==> config.mk <==
export PLATFORM = sky130hd
export DESIGN_NAME = memory_game_top
export DESIGN_NICKNAME = d
export VERILOG_FILES = /design/src/common/match_pkg.sv /design/src/hdl/game_ctrl.sv /design/src/hdl/memory_game_top.sv /design/src/hdl/start_pulse_gen.sv /design/src/keys/key_pair_tracker.sv /design/src/video/pixel_out.sv /design/src/video/tile_addr_gen.sv /design/src/video/vga_timing.sv
export SDC_FILE = /design/constraint.sdc
export NUM_CORES = 1
export LEC_CHECK = 0
export ABC_AREA = 1
export BUFFER_PORTS_ARGS = -buffer_cell sky130_fd_sc_hd__buf_4
export CORE_ASPECT_RATIO = 1.75
export CORE_MARGIN = 2
export CORE_UTILIZATION = 30
export DETAILED_ROUTE_END_ITERATION = 7
export GPL_TIMING_DRIVEN = 0
export SYNTH_ARGS = -nofsm -noshare
export SYNTH_HDL_FRONTEND = slang
export SYNTH_SLANG_ARGS = --single-unit
==> constraint.sdc <==
create_clock -name clk -period 4.8 [get_ports clk]
set_clock_uncertainty 0.1 [all_clocks]
set_input_delay 0.48 -clock clk [delete_from_list [all_inputs] [get_ports clk]]
set_output_delay 0.48 -clock clk [all_outputs]
set_load 0.03 [all_outputs]
==> src/common/match_pkg.sv <==
`default_nettype none

package match_pkg;

    // Tile grid
    localparam int GRID_COLS = 4;
    localparam int GRID_ROWS = 4;
    localparam int NUM_TILES = GRID_COLS * GRID_ROWS;
    localparam int NUM_IMAGES = 8;
    localparam int PAIRS_TO_WIN_INT = NUM_TILES / 2;
    localparam logic [3:0] PAIRS_TO_WIN = 4'(PAIRS_TO_WIN_INT);

    // Tile size after the raster is halved
    localparam logic [8:0] TILE_W = 9'd80;
    localparam logic [8:0] TILE_H = 9'd60;

    // 640x480 at 60 Hz
    localparam logic [9:0] H_ACTIVE = 10'd640;
    localparam logic [9:0] H_FRONT = 10'd16;
    localparam logic [9:0] H_SYNC = 10'd96;
    localparam logic [9:0] H_BACK = 10'd48;
    localparam logic [9:0] H_TOTAL = H_ACTIVE + H_FRONT + H_SYNC + H_BACK;
    localparam logic [9:0] V_ACTIVE = 10'd480;
    localparam logic [9:0] V_FRONT = 10'd10;
    localparam logic [9:0] V_SYNC = 10'd2;
    localparam logic [9:0] V_BACK = 10'd33;
    localparam logic [9:0] V_TOTAL = V_ACTIVE + V_FRONT + V_SYNC + V_BACK;

    localparam int PIX_DIV = 4;
    localparam int DEBOUNCE_LEN = 7;

    // Set-2 make codes
    localparam logic [8:0] SCAN_ENTER = 9'h05A;
    localparam logic [8:0] SCAN_LSHIFT = 9'h012;
    localparam logic [8:0] SCAN_1 = 9'h016;
    localparam logic [8:0] SCAN_2 = 9'h01E;
    localparam logic [8:0] SCAN_3 = 9'h026;
    localparam logic [8:0] SCAN_4 = 9'h025;
    localparam logic [8:0] SCAN_Q = 9'h015;
    localparam logic [8:0] SCAN_W = 9'h01D;
    localparam logic [8:0] SCAN_E = 9'h024;
    localparam logic [8:0] SCAN_R = 9'h02D;
    localparam logic [8:0] SCAN_A = 9'h01C;
    localparam logic [8:0] SCAN_S = 9'h01B;
    localparam logic [8:0] SCAN_D = 9'h023;
    localparam logic [8:0] SCAN_F = 9'h02B;
    localparam logic [8:0] SCAN_Z = 9'h01A;
    localparam logic [8:0] SCAN_X = 9'h022;
    localparam logic [8:0] SCAN_C = 9'h021;
    localparam logic [8:0] SCAN_V = 9'h02A;

    // Index in this table is the tile number
    localparam logic [8:0] TILE_SCAN [NUM_TILES] = '{
        SCAN_1, SCAN_2, SCAN_3, SCAN_4,
        SCAN_Q, SCAN_W, SCAN_E, SCAN_R,
        SCAN_A, SCAN_S, SCAN_D, SCAN_F,
        SCAN_Z, SCAN_X, SCAN_C, SCAN_V
    };

    // Tiles 0, 1, 13 and 14
    localparam logic [NUM_TILES-1:0] PREVIEW_FLIPPED = 16'h6003;

    typedef enum logic [1:0] {
        ST_INIT,
        ST_SHOW,
        ST_GAME,
        ST_FINISH
    } game_state_t;

    typedef union packed {
        logic [11:0] word;
        struct packed {
            logic [3:0] red;
            logic [3:0] green;
            logic [3:0] blue;
        } rgb;
    } pixel_u;

endpackage

`default_nettype wire

==> src/hdl/game_ctrl.sv <==
`default_nettype none

module game_ctrl
    import match_pkg::*;
(
    input  wire                   clk,
    input  wire                   rst,
    input  wire                   start_pulse_i,
    input  wire                   hint_i,
    input  wire                   pair_valid_i,
    input  wire  [3:0]            pair_a_i,
    input  wire  [3:0]            pair_b_i,
    input  wire                   flip_valid_i,
    input  wire  [3:0]            flip_tile_i,
    input  wire                   enter_i,
    output game_state_t           state_o,
    output logic [NUM_TILES-1:0]  visible_o,
    output logic [NUM_TILES-1:0]  flipped_o,
    output logic                  hint_active_o,
    output logic                  pass_o
);

    game_state_t state_q;
    logic [NUM_TILES-1:0] shown_q;
    logic [NUM_TILES-1:0] matched_q;
    logic [NUM_TILES-1:0] flipped_q;
    logic armed_q;
    logic hint_q;
    logic [3:0] match_cnt_q;
    logic same_image;
    logic pair_hit;

    assign same_image = (pair_a_i % 4'(NUM_IMAGES)) == (pair_b_i % 4'(NUM_IMAGES));
    assign pair_hit = same_image
        && !flipped_q[pair_a_i] && !flipped_q[pair_b_i]
        && !matched_q[pair_a_i] && !matched_q[pair_b_i];

    always_ff @(posedge clk or posedge rst) begin
        if (rst) begin
            state_q <= ST_INIT;
            shown_q <= '0;
            matched_q <= '0;
            flipped_q <= '0;
            armed_q <= 1'b0;
            hint_q <= 1'b0;
            match_cnt_q <= '0;
        end else begin
            hint_q <= hint_i && (state_q == ST_GAME);
            unique case (state_q)
                ST_INIT: begin
                    if (start_pulse_i) begin
                        state_q <= ST_SHOW;
                        shown_q <= '1;
                        flipped_q <= PREVIEW_FLIPPED;
                        armed_q <= 1'b1;
                    end
                end
                ST_SHOW: begin
                    if (start_pulse_i) begin
                        state_q <= ST_GAME;
                        shown_q <= '0;
                    end
                end
                ST_GAME: begin
                    if (start_pulse_i) begin
                        state_q <= ST_FINISH;
                        shown_q <= '1;
                    end else if (hint_i) begin
                        shown_q <= '1;
                    end else if (hint_q) begin
                        // Hint released
                        shown_q <= '0;
                    end else if (enter_i && !armed_q) begin
                        shown_q <= '0;
                        armed_q <= 1'b1;
                    end else if (flip_valid_i && armed_q) begin
                        flipped_q[flip_tile_i] <= ~flipped_q[flip_tile_i];
                        shown_q[flip_tile_i] <= 1'b1;
                        armed_q <= 1'b0;
                    end else if (pair_valid_i && armed_q && pair_a_i != pair_b_i) begin
                        shown_q[pair_a_i] <= 1'b1;
                        shown_q[pair_b_i] <= 1'b1;
                        armed_q <= 1'b0;
                        if (pair_hit) begin
                            matched_q[pair_a_i] <= 1'b1;
                            matched_q[pair_b_i] <= 1'b1;
                            match_cnt_q <= match_cnt_q + 4'd1;
                            if (match_cnt_q == PAIRS_TO_WIN - 4'd1) begin
                                state_q <= ST_FINISH;
                                shown_q <= '1;
                            end
                        end
                    end
                end
                ST_FINISH: begin
                    if (start_pulse_i) begin
                        state_q <= ST_INIT;
                        shown_q <= '0;
                        matched_q <= '0;
                        flipped_q <= '0;
                        armed_q <= 1'b0;
                        match_cnt_q <= '0;
                    end
                end
            endcase
        end
    end

    assign state_o = state_q;
    assign visible_o = shown_q | matched_q;
    assign flipped_o = flipped_q;
    assign hint_active_o = hint_q;
    assign pass_o = state_q == ST_FINISH;

endmodule

`default_nettype wire

==> src/hdl/memory_game_top.sv <==
`default_nettype none

module memory_game_top
    import match_pkg::*;
(
    input  wire                  clk,
    input  wire                  rst,
    input  wire                  start_i,
    input  wire                  hint_i,
    input  wire                  key_valid_i,
    input  wire  [8:0]           key_code_i,
    input  wire                  key_break_i,
    input  wire  [11:0]          pixel_i,
    output logic                 hsync_o,
    output logic                 vsync_o,
    output logic                 de_o,
    output logic [3:0]           vga_red_o,
    output logic [3:0]           vga_green_o,
    output logic [3:0]           vga_blue_o,
    output logic [12:0]          pixel_addr_o,
    output logic [2:0]           image_id_o,
    output game_state_t          state_o,
    output logic [NUM_TILES-1:0] tiles_shown_o,
    output logic                 pass_o
);

    logic start_pulse;
    logic pair_valid;
    logic [3:0] pair_a;
    logic [3:0] pair_b;
    logic flip_valid;
    logic [3:0] flip_tile;
    logic enter_pulse;
    logic [NUM_TILES-1:0] flipped;
    logic hint_active;
    logic pix_en;
    logic [9:0] h_cnt;
    logic [9:0] v_cnt;
    logic active;
    logic [3:0] tile;

    start_pulse_gen i_start (
        .clk           (clk),
        .rst           (rst),
        .start_i       (start_i),
        .start_pulse_o (start_pulse)
    );

    key_pair_tracker i_keys (
        .clk          (clk),
        .rst          (rst),
        .key_valid_i  (key_valid_i),
        .key_code_i   (key_code_i),
        .key_break_i  (key_break_i),
        .pair_valid_o (pair_valid),
        .pair_a_o     (pair_a),
        .pair_b_o     (pair_b),
        .flip_valid_o (flip_valid),
        .flip_tile_o  (flip_tile),
        .enter_o      (enter_pulse)
    );

    game_ctrl i_ctrl (
        .clk           (clk),
        .rst           (rst),
        .start_pulse_i (start_pulse),
        .hint_i        (hint_i),
        .pair_valid_i  (pair_valid),
        .pair_a_i      (pair_a),
        .pair_b_i      (pair_b),
        .flip_valid_i  (flip_valid),
        .flip_tile_i   (flip_tile),
        .enter_i       (enter_pulse),
        .state_o       (state_o),
        .visible_o     (tiles_shown_o),
        .flipped_o     (flipped),
        .hint_active_o (hint_active),
        .pass_o        (pass_o)
    );

    vga_timing i_timing (
        .clk      (clk),
        .rst      (rst),
        .pix_en_o (pix_en),
        .h_cnt_o  (h_cnt),
        .v_cnt_o  (v_cnt),
        .active_o (active),
        .hsync_o  (hsync_o),
        .vsync_o  (vsync_o)
    );

    tile_addr_gen i_addr (
        .h_cnt_i       (h_cnt),
        .v_cnt_i       (v_cnt),
        .flipped_i     (flipped),
        .hint_active_i (hint_active),
        .tile_o        (tile),
        .image_id_o    (image_id_o),
        .pixel_addr_o  (pixel_addr_o)
    );

    pixel_out i_pixel (
        .clk       (clk),
        .rst       (rst),
        .pix_en_i  (pix_en),
        .active_i  (active),
        .tile_i    (tile),
        .visible_i (tiles_shown_o),
        .pixel_i   (pixel_i),
        .de_o      (de_o),
        .red_o     (vga_red_o),
        .green_o   (vga_green_o),
        .blue_o    (vga_blue_o)
    );

endmodule

`default_nettype wire

==> src/hdl/start_pulse_gen.sv <==
`default_nettype none

module start_pulse_gen
    import match_pkg::*;
(
    input  wire  clk,
    input  wire  rst,
    input  wire  start_i,
    output logic start_pulse_o
);

    logic [DEBOUNCE_LEN-1:0] samp_q;
    logic level;
    logic level_q;

    // Button counts as pressed once every sample is high
    assign level = &samp_q;

    always_ff @(posedge clk or posedge rst) begin
        if (rst) begin
            samp_q <= '0;
            level_q <= 1'b0;
            start_pulse_o <= 1'b0;
        end else begin
            samp_q <= {samp_q[DEBOUNCE_LEN-2:0], start_i};
            level_q <= level;
            start_pulse_o <= level & ~level_q;
        end
    end

endmodule

`default_nettype wire

==> src/keys/key_pair_tracker.sv <==
`default_nettype none

module key_pair_tracker
    import match_pkg::*;
(
    input  wire        clk,
    input  wire        rst,
    input  wire        key_valid_i,
    input  wire  [8:0] key_code_i,
    input  wire        key_break_i,
    output logic       pair_valid_o,
    output logic [3:0] pair_a_o,
    output logic [3:0] pair_b_o,
    output logic       flip_valid_o,
    output logic [3:0] flip_tile_o,
    output logic       enter_o
);

    // Top bit flags a tile key, low bits give its index
    function automatic logic [4:0] tile_lookup(input logic [8:0] code);
        logic [4:0] hit;
        hit = 5'd0;
        for (int k = 0; k < NUM_TILES; k++) begin
            if (code == TILE_SCAN[k]) begin
                hit = {1'b1, 4'(k)};
            end
        end
        return hit;
    endfunction

    logic [8:0] last_q;
    logic [8:0] prev_q;
    logic last_held_q;
    logic prev_held_q;
    logic [4:0] new_tile;
    logic [4:0] part_tile;
    logic [8:0] part_code;
    logic new_shift;
    logic make_ev;
    logic pair_ev;

    assign new_tile = tile_lookup(key_code_i);
    assign new_shift = key_code_i == SCAN_LSHIFT;
    assign make_ev = key_valid_i & ~key_break_i & (new_tile[4] | new_shift);

    // Partner is the most recent code still held down
    assign part_code = last_held_q ? last_q : prev_q;
    assign part_tile = tile_lookup(part_code);
    assign pair_ev = make_ev & (last_held_q | prev_held_q) & (part_code != key_code_i);

    always_ff @(posedge clk or posedge rst) begin
        if (rst) begin
            last_q <= '0;
            prev_q <= '0;
            last_held_q <= 1'b0;
            prev_held_q <= 1'b0;
            pair_valid_o <= 1'b0;
            flip_valid_o <= 1'b0;
            enter_o <= 1'b0;
        end else begin
            pair_valid_o <= 1'b0;
            flip_valid_o <= 1'b0;
            enter_o <= key_valid_i & ~key_break_i & (key_code_i == SCAN_ENTER);
            if (key_valid_i && key_break_i) begin
                if (key_code_i == last_q) begin
                    last_held_q <= 1'b0;
                end
                if (key_code_i == prev_q) begin
                    prev_held_q <= 1'b0;
                end
            end else if (make_ev) begin
                // Typematic repeat only refreshes the held flag
                if (key_code_i != last_q) begin
                    prev_q <= last_q;
                    prev_held_q <= last_held_q;
                    last_q <= key_code_i;
                end
                last_held_q <= 1'b1;
                if (pair_ev) begin
                    flip_valid_o <= (new_shift & part_tile[4])
                        | (new_tile[4] & (part_code == SCAN_LSHIFT));
                    pair_valid_o <= new_tile[4] & part_tile[4];
                end
            end
        end
    end

    always_ff @(posedge clk) begin
        if (pair_ev) begin
            pair_a_o <= part_tile[3:0];
            pair_b_o <= new_tile[3:0];
            flip_tile_o <= new_shift ? part_tile[3:0] : new_tile[3:0];
        end
    end

endmodule

`default_nettype wire

==> src/video/pixel_out.sv <==
`default_nettype none

module pixel_out
    import match_pkg::*;
(
    input  wire                  clk,
    input  wire                  rst,
    input  wire                  pix_en_i,
    input  wire                  active_i,
    input  wire  [3:0]           tile_i,
    input  wire  [NUM_TILES-1:0] visible_i,
    input  wire  [11:0]          pixel_i,
    output logic                 de_o,
    output logic [3:0]           red_o,
    output logic [3:0]           green_o,
    output logic [3:0]           blue_o
);

    pixel_u px;
    logic [NUM_TILES-1:0] mask_q;
    logic act_q;
    logic show_q;

    assign px.word = pixel_i;

    always_ff @(posedge clk or posedge rst) begin
        if (rst) begin
            mask_q <= '0;
            act_q <= 1'b0;
            show_q <= 1'b0;
            de_o <= 1'b0;
        end else begin
            // Mask changes only between pixels
            if (pix_en_i) begin
                mask_q <= visible_i;
            end
            act_q <= active_i;
            show_q <= active_i & mask_q[tile_i];
            de_o <= act_q;
        end
    end

    // Memory word arrives one clk after the address, in step with show_q
    always_ff @(posedge clk) begin
        if (show_q) begin
            red_o <= px.rgb.red;
            green_o <= px.rgb.green;
            blue_o <= px.rgb.blue;
        end else begin
            red_o <= 4'h0;
            green_o <= 4'h0;
            blue_o <= 4'h0;
        end
    end

endmodule

`default_nettype wire

==> src/video/tile_addr_gen.sv <==
`default_nettype none

module tile_addr_gen
    import match_pkg::*;
(
    input  wire  [9:0]           h_cnt_i,
    input  wire  [9:0]           v_cnt_i,
    input  wire  [NUM_TILES-1:0] flipped_i,
    input  wire                  hint_active_i,
    output logic [3:0]           tile_o,
    output logic [2:0]           image_id_o,
    output logic [12:0]          pixel_addr_o
);

    logic [8:0] x;
    logic [8:0] y;
    logic [1:0] col;
    logic [1:0] row;
    logic [6:0] in_col;
    logic [5:0] in_row;
    logic [5:0] img_row;

    // Half resolution, so each image pixel covers 2x2 screen pixels
    assign x = h_cnt_i[9:1];
    assign y = v_cnt_i[9:1];

    assign col = 2'(x / TILE_W);
    assign row = 2'(y / TILE_H);
    assign in_col = 7'(x % TILE_W);
    assign in_row = 6'(y % TILE_H);

    assign tile_o = 4'(row * GRID_COLS + col);
    assign image_id_o = 3'(tile_o % NUM_IMAGES);

    // Flipped tiles read their image bottom row first
    assign img_row = (flipped_i[tile_o] && !hint_active_i)
        ? 6'(TILE_H - 9'd1) - in_row
        : in_row;

    assign pixel_addr_o = 13'(img_row) * 13'(TILE_W) + 13'(in_col);

endmodule

`default_nettype wire

==> src/video/vga_timing.sv <==
`default_nettype none

module vga_timing
    import match_pkg::*;
(
    input  wire        clk,
    input  wire        rst,
    output logic       pix_en_o,
    output logic [9:0] h_cnt_o,
    output logic [9:0] v_cnt_o,
    output logic       active_o,
    output logic       hsync_o,
    output logic       vsync_o
);

    logic [1:0] div_q;
    logic h_pulse;
    logic v_pulse;

    assign pix_en_o = div_q == 2'(PIX_DIV - 1);

    always_ff @(posedge clk or posedge rst) begin
        if (rst) begin
            div_q <= '0;
            h_cnt_o <= '0;
            v_cnt_o <= '0;
        end else begin
            div_q <= div_q + 2'd1;
            if (pix_en_o) begin
                if (h_cnt_o == H_TOTAL - 10'd1) begin
                    h_cnt_o <= '0;
                    v_cnt_o <= (v_cnt_o == V_TOTAL - 10'd1) ? '0 : v_cnt_o + 10'd1;
                end else begin
                    h_cnt_o <= h_cnt_o + 10'd1;
                end
            end
        end
    end

    assign active_o = (h_cnt_o < H_ACTIVE) && (v_cnt_o < V_ACTIVE);
    assign h_pulse = (h_cnt_o >= H_ACTIVE + H_FRONT) && (h_cnt_o < H_ACTIVE + H_FRONT + H_SYNC);
    assign v_pulse = (v_cnt_o >= V_ACTIVE + V_FRONT) && (v_cnt_o < V_ACTIVE + V_FRONT + V_SYNC);

    // Syncs are active low
    always_ff @(posedge clk or posedge rst) begin
        if (rst) begin
            hsync_o <= 1'b1;
            vsync_o <= 1'b1;
        end else begin
            hsync_o <= ~h_pulse;
            vsync_o <= ~v_pulse;
        end
    end

endmodule

`default_nettype wire
Word level (Yosys, flattened, before mapping). Cells that the tools add are included. Widths: inputs -> output; s select.

$add $sub $neg: 7. Multiply operators: 1. Divide/modulo/power cells: 4. Magnitude comparators: 13. Equal/unequal tests: 71. Shift-type cells: 0. Mux-type cells: 127. Bitwise gates (word level): 25. Reductions and logical operators: 39.

Operators by type and width (count): $mux 16 (23); $eq 9x6->1 const B (18); $mux 5 (32); $eq 9x5->1 const B (16); $or 16x16->16 (6); $pmux 16 s3 (2); $mux 4 (9); $pmux 16 s2 (1); $mux 1 (31); $bmux 1 s4 (7); $mux 2 (11); $ne 2x2->1 const B (11); $add 10x1->10 const B (2); $eq 10x10->1 const B (2); $lt 10x10->1 const B (2); $lt 10x9->1 const B (2); $lt 4x5->1 const B (4); $mux 10 (2); $eq 9x9->1 (2); $ne 3x3->1 const B (6); $ne 9x9->1 (2); $logic_and 1x1->1 (17); $bwmux 16 (1); $reduce_and 7->1 (2); 42 further kinds (76).

Register bits: 155. Bits in latches: 0. Memory bits (writable): 0. Bits in read-only memories: 0. Bits of input ports: 27. Output and inout port bits: 50. Memories kept: 0.

Longest topological paths before layout. Gate-level depths: netlist (run 1).

Depth after elaboration: 24. Mapped depth: 32. Mapped depth without buffers: 32.

Modules after synthesis. Synthesis (run 1) repeated with hierarchy kept, for this count alone.

Cell total of the unflattened synthesis: 1684. Area total of the unflattened synthesis: 11597.4 µm².

By module, submodules not included: game_ctrl (instances 1, cells each 719, area an instance 4491.8 µm², seq. area each 1401.3 µm²); key_pair_tracker (instances 1, cells each 390, area an instance 2742.6 µm², seq. area each 935.9 µm²); tile_addr_gen (instances 1, cells each 248, area an instance 1485.2 µm², seq. area each 0.0 µm²); vga_timing (instances 1, cells each 164, area an instance 1388.8 µm², seq. area each 603.1 µm²); pixel_out (instances 1, cells each 144, area an instance 1223.7 µm², seq. area each 715.7 µm²); start_pulse_gen (instances 1, cells each 19, area an instance 265.3 µm², seq. area each 225.2 µm²).

Worst setup path after synthesis (run 1). OpenSTA, ideal clock, no wires.

Path type: register to output. From: register i_timing.v_cnt_o[7]. To: output port pixel_addr_o[10]. Arrival: 4.083 ns. Required time: 4.220 ns. Setup slack: 0.137 ns. Cell stages (with the launch flop): 19. Cells stage by stage: dfrtp_1 -> nand3_1 -> nor2_2 -> nor2_2 -> inv_1 -> nor2_2 -> xnor2_2 -> nand4_2 -> nand2_4 -> nand2_2 -> xnor2_1 -> ha_1 -> o21ai_2 -> ha_1 -> ha_1 -> fa_1 -> xor2_1 -> nand4_1 -> xor2_1.

Cells in the longest elaborated chain, start to end: 8.

RTL lines: from (decl) (line vga_timing.sv:10) `output logic [9:0] v_cnt_o,`; from (signal assigned) (line vga_timing.sv:32) `v_cnt_o <= (v_cnt_o == V_TOTAL - 10'd1) ? '0 : v_cnt_o + 10'd1;`; $div 9x6->9 (line tile_addr_gen.sv:28) `assign row = 2'(y / TILE_H);`; $add 4x2->4 (line tile_addr_gen.sv:32) `assign tile_o = 4'(row * GRID_COLS + col);`; net image_id_o[2] (line memory_game_top.sv:21) `output logic [2:0] image_id_o,`; $bmux 1 s4 (line tile_addr_gen.sv:36) `assign img_row = (flipped_i[tile_o] && !hint_active_i)`; $mux 1 (implied by the code) (line tile_addr_gen.sv:36); $logic_and 1x1->1 (line tile_addr_gen.sv:36); $mux 6 (line tile_addr_gen.sv:37) `? 6'(TILE_H - 9'd1) - in_row`; $mul 6x3->9 (line tile_addr_gen.sv:40) `assign pixel_addr_o = 13'(img_row) * 13'(TILE_W) + 13'(in_col);`; $add 13x7->13 (line tile_addr_gen.sv:40); to (decl) (line memory_game_top.sv:20) `output logic [12:0] pixel_addr_o,`.

The timed path passes the listed nets, and every way through them passes these cells. The select of a mux whose other input is x is not followed.

Worst setup path in the final report (run 1).
From: register i_timing.h_cnt_o[7]. To: output port pixel_addr_o[11].

Cells in the longest elaborated chain, start to end: 8.

RTL lines: from (decl) (line vga_timing.sv:9) `output logic [9:0] h_cnt_o,`; from (signal assigned) (line vga_timing.sv:34) `h_cnt_o <= h_cnt_o + 10'd1;`; $div 9x7->9 (line tile_addr_gen.sv:27) `assign col = 2'(x / TILE_W);`; $add 4x2->4 (line tile_addr_gen.sv:32); $bmux 1 s4 (line tile_addr_gen.sv:36); $mux 1 (implied by the code) (line tile_addr_gen.sv:36); $logic_and 1x1->1 (line tile_addr_gen.sv:36); $mux 6 (line tile_addr_gen.sv:37); $mul 6x3->9 (line tile_addr_gen.sv:40); $add 13x7->13 (*) (line tile_addr_gen.sv:40).

Mark *: on every way between the ends. The rest lies on a longest branch, timed or not. The select of a mux whose other input is x is not followed.

==> metrics, run 1 <==
grt ovf 0; DRT antenna net count 0; Design Area, Final 12600 sq um; Rel. slew slack 0.104; Adder-Cell Fraction of Synth Area 0.0327; FMAX 200 MHz; post-synth top area share 0.322; fillers 3367; power density over cell area 466 nW/um^2; H-tree Lvls 4; NumNets Final 1571; Yosys top cell by area dfrtp_1; DR iter-0 viols 549; die width 142 microns; core footprint 32900 sq um; number of synthesized register bits 155; Compound-Gate Fraction of Synth Area 0.172; Fin Hold WS 0.0287 ns; GRT Total Usage 0.193; fin crit share 1.04; main combinational cell family by area after synthesis simple AND/OR/NAND/NOR gates; Yosys warnings 0; number of diodes 0; TritonCTS Buffers 17; xor/xnor share of the synthesized area 0.0339; VDD IR max 0.000243 V; Max Slew Vio Count 0; Final min period 5.01 ns; worst hold path class input pin to flop; actual slew at the worst max-slew pin 1.34 ns; worst skew pair latency 0.46 ns; Post-Synth Simple-Gate Area 0.260; Crit-path slowest cell fa_2; setup slack at placement -0.170 ns; dominant synthesized flop cell dfrtp_1; Placed Area 11100 sq um; DRT Pass-1 Iters 5; Synth Cell Area 10000 sq um; final setup vio count 4; initial core utilization 0.305; Synth async-reset ratio 0.845; vias in the first global route 10200; CP startpoint kind flop; routed len/inst 17.3 microns; FF/Latch Area 3890 sq um; Critical Path AT 4.43 ns; final wirelength 33500 microns; layout cells sized above 1 0.197; largest net degree at the start of global routing 92; Bufs on Longest Clock Path 2; Placed Cells 1847; die area 35000 sq um; Finished Layout Cells 1937; RSZ-0062 raised after global routing yes; detailed placement HPWL 25100 microns; CTS tree done; Required @ worst endpoint 4.22 ns; Worst path max stage delay 0.56 ns; Syn Nets 1423; global-route wire length before repair 52300 microns; IO Port Bufs 70; row cnt 88; placer congestion estimate 1.01; initial antenna violation count 0; total of max-cap violations 0; Post-synth EDFFs 12; DRC violations left 0; drt via density 5.21; Fin. Hold Viols 0; post-synthesis mux area share 0.00399; synth-to-layout area growth 25.8%; Lkg Pwr 6.03 nW; failing checks setup timing; clock root buffer clkbuf_16; Gate Count Post-Synth 1371; clk sink count 155; Max FO, Critical Path 6; sequential fraction of the synthesis area 0.387; largest cells by area after synthesis dfrtp_1, nand2_1, inv_1; number of distinct library cells after synthesis 59; die span in y 246 microns; critical path capture point type output pin; final worst slack -0.209 ns; multi-input logic area 5450 sq um; syn avg cell area 7.32 sq um; clock slew at reported path FFs 0.07 ns; status finished, violations left; total I/O pin count 77; Worst Setup Path Type flop to output pin; Via Count 10100
==> synth_stat cells (all sizes together), types with 18 or more instances <==
library cell and count:
a21oi 46, a22oi 26, buf 25, clkbuf 25, dfrtp 129, ha 23, inv 228, nand2 248
nand3 75, nor2 160, nor3 55, nor4 18, o21ai 115, o22ai 33, xor2 27
==> registers in the layout (all words and copies together) (netlist names), 2 cells and up, named ones only <==
signal	flops
i_pixel.red_o	4
i_keys.pair_b_o	4
i_keys.flip_tile_o	4
i_timing.div_q	2
i_pixel.blue_o	4
i_ctrl.state_o	2
i_keys.last_q	9
i_timing.v_cnt_o	10
i_ctrl.match_cnt_q	4
i_timing.h_cnt_o	10
i_start.samp_q	7
i_ctrl.flipped_o	12
i_pixel.green_o	4
i_ctrl.matched_q	16
i_keys.pair_a_o	4
i_ctrl.shown_q	16
i_pixel.mask_q	16
i_keys.prev_q	9
==> what timing repair did <==
action	4_1_cts	5_1_grt
cloned	0	1
pin swaps	40	37
setup endpoints to repair	5	6
setup buffers	35	21
endpoints found under the hold margin	40	0
resized for setup	52	51
hold buffers	1	0
==> power by group <==
| part | leakage [nW] | internal [mW] | total [mW] | switching (mW) |
|---|---|---|---|---|
| sequential | 1.79 | 1.59 | 1.77 | 0.178 |
| clock | 0.301 | 0.775 | 1.40 | 0.622 |
| combinational | 3.94 | 1.01 | 2.71 | 1.70 |
==> cells in the final DEF, fill, tap and decap left out, drive strengths merged, types with 3 or more instances in the layout <==
cell type / Yosys / layout
xor2: 27 / 27
o22ai: 33 / 33
buf: 25 / 152
ha: 23 / 23
a22oi: 26 / 26
dfxtp: 12 / 12
nor4: 18 / 18
or2: 7 / 7
o211ai: 14 / 14
nand2: 248 / 249
o311ai: 7 / 7
o2111ai: 7 / 7
xnor2: 11 / 11
o221ai: 3 / 3
dfrtp: 129 / 129
nor3: 55 / 55
clkbuf: 25 / 45
mux2i: 4 / 4
nand4: 17 / 17
edfxtp: 12 / 12
a21oi: 46 / 46
o31ai: 4 / 4
clkinv: 4 / 7
nand3: 75 / 75
inv: 228 / 236
a211oi: 5 / 5
o21ai: 115 / 115
a31oi: 8 / 8
a2111oi: 3 / 3
o21bai: 4 / 4
nor2: 160 / 160
==> metrics by stage <==
| stage | util | TNS (ns) | power (mW) |
|---|---|---|---|
| 2_1_floorplan | - | 0 | 3.41 |
| 3_3_place_gp | 0.336 | -138.31 | 4.14 |
| 3_5_place_dp | 0.337 | -0.383 | 4.19 |
| 4_1_cts | 0.372 | -0.482 | 5.78 |
| 5_1_grt | 0.383 | -1.66 | 6.25 |
| 6_report | 0.383 | -0.709 | 5.88 |
==> worst max-delay path, delay by kind of cell (launching register included) <==
family                   cells  cell delay (ns)
AO/OA/AOI/OAI                1             0.10
XOR/XNOR                     1             0.18
adder cells (fa/ha/maj)      3             0.95
buffers and inverters        9             0.90
flip-flops                   1             0.42
AND/OR/NAND/NOR             15             1.42
==> final timing paths <==
path	endpoint	from	cells after the start	slack [ns]
setup / recovery	pixel_addr_o[11]	i_timing.h_cnt_o[7]$_DFFE_PP0N_	29	-0.21
hold / removal	i_start.samp_q[0]$_DFF_PP0_	start_i	1	0.03
setup reg to reg	i_ctrl.shown_q[0]$_DFFE_PP0P_	i_ctrl.state_o[0]$_DFFE_PP0P_	11	0.92
hold reg to reg	i_pixel.de_o$_DFF_PP0_	i_pixel.act_q$_DFF_PP0_	0	0.25
max in group asynchronous	i_ctrl.shown_q[13]$_DFFE_PP0P_	rst	4	3.29
min in group asynchronous	i_keys.last_q[2]$_DFFE_PP0P_	rst	3	0.49
==> cell type report <==
type                    instances  area share
repair buffers                128      0.0813
multi-input cells             935       0.432
inverters                     232      0.0708
clock buffers                  20      0.0397
clock inverters                12     0.00882
flip-flops and latches        155       0.308
plain buffers                  50      0.0193
well taps                     405      0.0402
==> cell families (layout without fill, tap and decap cells) <==
family          Yosys count  in the layout
simple gates            584            585
fa+ha+maj                25             25
buf+inv                 282            442
mux                       4              4
flops                   155            155
xor+xnor                 38             38
compound gates          283            283
==> per-layer routing <==
metal	wire, microns	share of wire	vias to the layer above	track usage
met5	0	0	-	0
met4	2310	0.069	0	0.134
met3	1550	0.046	115	0.0290
met2	18400	0.55	345	0.371
met1	11300	0.34	4802	0.184
li1	-	-	4837	-
(Power assumes the default switching activity.)
==> inputs of run 2 (changes only) <==
--- a/config.mk
+++ b/config.mk
@@ -14,4 +14,5 @@
 export GPL_TIMING_DRIVEN = 0
 export SYNTH_ARGS = -nofsm -noshare
 export SYNTH_HDL_FRONTEND = slang
+export SYNTH_HIERARCHICAL = 1
 export SYNTH_SLANG_ARGS = --single-unit
==> metrics, run 2 <==
status finished, violations left; failing checks setup timing; Logic pwr share 0.481 (+0.020); FMAX 204 MHz (+2.0%); sequential fraction of the synthesis area 0.335 (-0.0522); sequential power share 0.296 (-0.005); Max FO, Critical Path 6 (unchanged); VDD IR max 0.000246 V (+1.4%); grt met1 use 0.180 (-0.00336); die area 40300 sq um (+15%); Post-Synth Simple-Gate Area 0.387 (+0.128); DRT Pass-1 Iters 5 (unchanged); die width 153 microns (+7.3%); Adder-Cell Fraction of Synth Area 0.0283 (-0.00441); grt met2 use 0.375 (+0.00323); Placed Area 12800 sq um (+15%); fin crit share 1.02 (-0.0204); critical path buffer and inverter count 2 (-7); drt via density 4.89 (-6.2%); leading cell types in the layout, fill and taps excluded nand2_1, inv_1, nor2_1; Design Area, Final 14100 sq um (+11%); initial core utilization 0.303 (-0.00172); total negative slack -0.286 ns (+0.423 ns); post-synthesis mux area share 0.00345 (-0.000539); total of max-cap violations 0 (unchanged); total power 6.18 mW (+5.2%); xor/xnor share of the synthesized area 0.0293 (-0.00458); main combinational cell family by area after synthesis simple AND/OR/NAND/NOR gates; global-route wire length before repair 61000 microns (+17%); number of synthesized register bits 155 (unchanged); switch share 0.438 (+0.0126); routed len/inst 16.5 microns (-4.8%); worst reg2reg setup slack 1.33 ns (+0.41 ns); critical path capture point type output pin; setup slack at placement -0.514 ns (-0.344 ns); Yosys warnings 6 (+6); worst path cell trace nand4_4 > nand4_1 > nand2_1 > nand2_1 > nand2_2 > nand3_4 > nand2_4 > nand2_4 > o21bai_4 > nand2_4 > xor2_4 > ha_4 > o21ai_4 > ha_4 > ha_4 > fa_2 > nand2_2 > nor2_4 > nand4_1 > inv_1 > nand3_2 > nand2_2 > buf_6; actual slew at the worst max-slew pin 0.921 ns (-0.414 ns); dominant synthesized flop cell dfrtp_1; clock slew at reported path FFs 0.06 ns (about the same); DRT antenna net count 0 (unchanged); Synth async-reset ratio 0.845 (unchanged); internal power 3.48 mW (+2.8%); core footprint 38300 sq um (+16%); grt ovf 0 (unchanged); worst r2r path cells 11 (unchanged); Final min period 4.91 ns (-0.0980 ns); Via Count 11300 (+12%); final wirelength 38100 microns (+14%); number of distinct library cells after synthesis 59 (unchanged); NumNets Final 1869 (+19%); DRC violations left 0 (unchanged); path length in cells of the critical path 23 (-21%); H-tree Lvls 4 (unchanged); initial antenna violation count 0 (unchanged); grt met3 use 0.0323 (+0.00330); layout cells sized above 1 0.227 (+0.0296); TritonCTS Buffers 17 (unchanged); Synth Cell Area 11600 sq um (+16%); largest cells by area after synthesis dfrtp_1, nand2_1, inv_1; RSZ-0062 raised after global routing yes; detailed placement HPWL 29700 microns (+18%); Fin. Hold Viols 0 (unchanged); Compound-Gate Fraction of Synth Area 0.112 (-0.0605); Rel. slew slack 0.370 (+0.266); placer congestion estimate 1.02 (+1.4%); Post-synth EDFFs 12 (unchanged); worst skew pair latency 0.45 ns (about the same); Max Slew Vio Count 0 (unchanged); clk sink count 155 (unchanged); Critical Path Start i_timing/v_cnt_o[7]$_DFFE_PP0P_; Required @ worst endpoint 4.22 ns (about the same); Crit-path slowest cell fa_2; clock root buffer clkbuf_16; largest registers i_ctrl/matched_q x16, i_ctrl/shown_q x16, i_pixel/mask_q x16; most common cell after layout, fill and taps aside nand2_1; Placed Cells 2241 (+21%); synth-to-layout area growth 21.3%; power density over cell area 440 nW/um^2 (-5.6%); number of diodes 0 (unchanged); Clk pwr share 0.223 (-0.015); r2r endpoint i_ctrl/flipped_o[9]$_DFFE_PP0P_; Worst path max stage delay 0.56 ns (about the same); Syn Nets 1736 (+22%); Post-synth top cells nand2_1, inv_1, nor2_1; row cnt 95 (+8.0%); Bufs on Longest Clock Path 2 (unchanged); crit path to pixel_addr_o[11]; final setup vio count 4 (unchanged); CTS tree done; Lkg Pwr 6.94 nW (+15%); total I/O pin count 77 (unchanged); Most Crowded Layer GR met2; syn avg cell area 6.89 sq um (-5.9%); Critical Path AT 4.33 ns (-0.10 ns); reg-to-reg startpoint i_ctrl/state_o[0]$_DFFE_PP0P_; IO Port Bufs 71 (+1.4%); Worst Setup Path Type flop to output pin; CP top delay family simple AND/OR/NAND/NOR gates; Gate Count Post-Synth 1684 (+23%); CP startpoint kind flop; DR iter-0 viols 565 (+2.9%); post-synth top area share 0.278 (-0.0434); count leader, synth nand2_1; Finished Layout Cells 2315 (+20%); vias in the first global route 11600 (+14%); GRT Total Usage 0.190 (-0.00291); Yosys top cell by area dfrtp_1; final worst slack -0.111 ns (+0.0980 ns); die span in y 264 microns (+7.4%); Final Core Density 0.367 (-0.0159); switching power 2.71 mW (+8.3%); largest net degree at the start of global routing 36 (-61%); Fin Hold WS 0.0545 ns (+0.0258 ns); worst hold path class input pin to flop
[run 2: cell count changes in the layout (fill, tap and decap cells not counted), moves of 20 or more]
cell	delta
a22oi_1	-20
nand2_1	+300
nor2_1	+37
nor3_1	-38
o21ai_0	-50
o21ai_2	+20
o22ai_1	-27
[run 2: area by class of cell]
type	count	area, sq um
Clock inverter	12	129
Fill cell	4005	24200
Sequential cell	155	3890
Buffer	56	358
Multi-Input combinational cell	1248	6860
Tap cell	485	607
Inverter	226	858
Clock buffer	20	467
Timing Repair Buffer	113	887
[run 2: power by group through the flow]
| stage | Clock (mW) | Combinational [mW] | Sequential [mW] |
|---|---|---|---|
| 2_1_floorplan | 0 | 1.89 | 1.83 |
| 3_3_place_gp | 0 | 2.69 | 1.85 |
| 3_5_place_dp | 0 | 2.73 | 1.85 |
| 4_1_cts | 1.42 | 2.88 | 1.83 |
| 5_1_grt | 1.47 | 3.27 | 1.87 |
| 6_report | 1.38 | 2.97 | 1.83 |
[run 2: cells by family (layout without fill, tap and decap cells)]
family	after synthesis	after routing
multiplexers	4	4
AO/OA/AOI/OAI	203	203
XOR/XNOR	38	38
flip-flops	155	155
buffers and inverters	282	427
adder cells (fa/ha/maj)	25	25
AND/OR/NAND/NOR	977	978
[run 2: repair_timing]
action / CTS / global route
gates resized for setup: 75 / 18
hold buffers: 1 / 0
buffers inserted: 34 / 6
gates cloned: 1 / 0
hold endpoints to repair: 9 / 0
endpoints found under the setup margin: 6 / 5
pin swaps: 41 / 27
[run 2: routing by layer]
layer / share of wire / wire [microns]
met5: 0 / 0
met4: 0.059 / 2260
met3: 0.038 / 1450
met2: 0.56 / 21200
met1: 0.35 / 13200
[run 2: worst min-delay path by stage]
stage                                  from  depth (start not counted)  slack (ns)                          end
CTS                                 start_i                          1        0.03  i_start/samp_q[0]$_DFF_PP0_
finish                              start_i                          1        0.05  i_start/samp_q[0]$_DFF_PP0_
global placement    i_pixel/act_q$_DFF_PP0_                          0        0.24       i_pixel/de_o$_DFF_PP0_
global route                        start_i                          1        0.04  i_start/samp_q[0]$_DFF_PP0_
floorplan                               rst                          1        0.21    i_start/level_q$_DFF_PP0_
detailed placement  i_pixel/act_q$_DFF_PP0_                          0        0.24       i_pixel/de_o$_DFF_PP0_
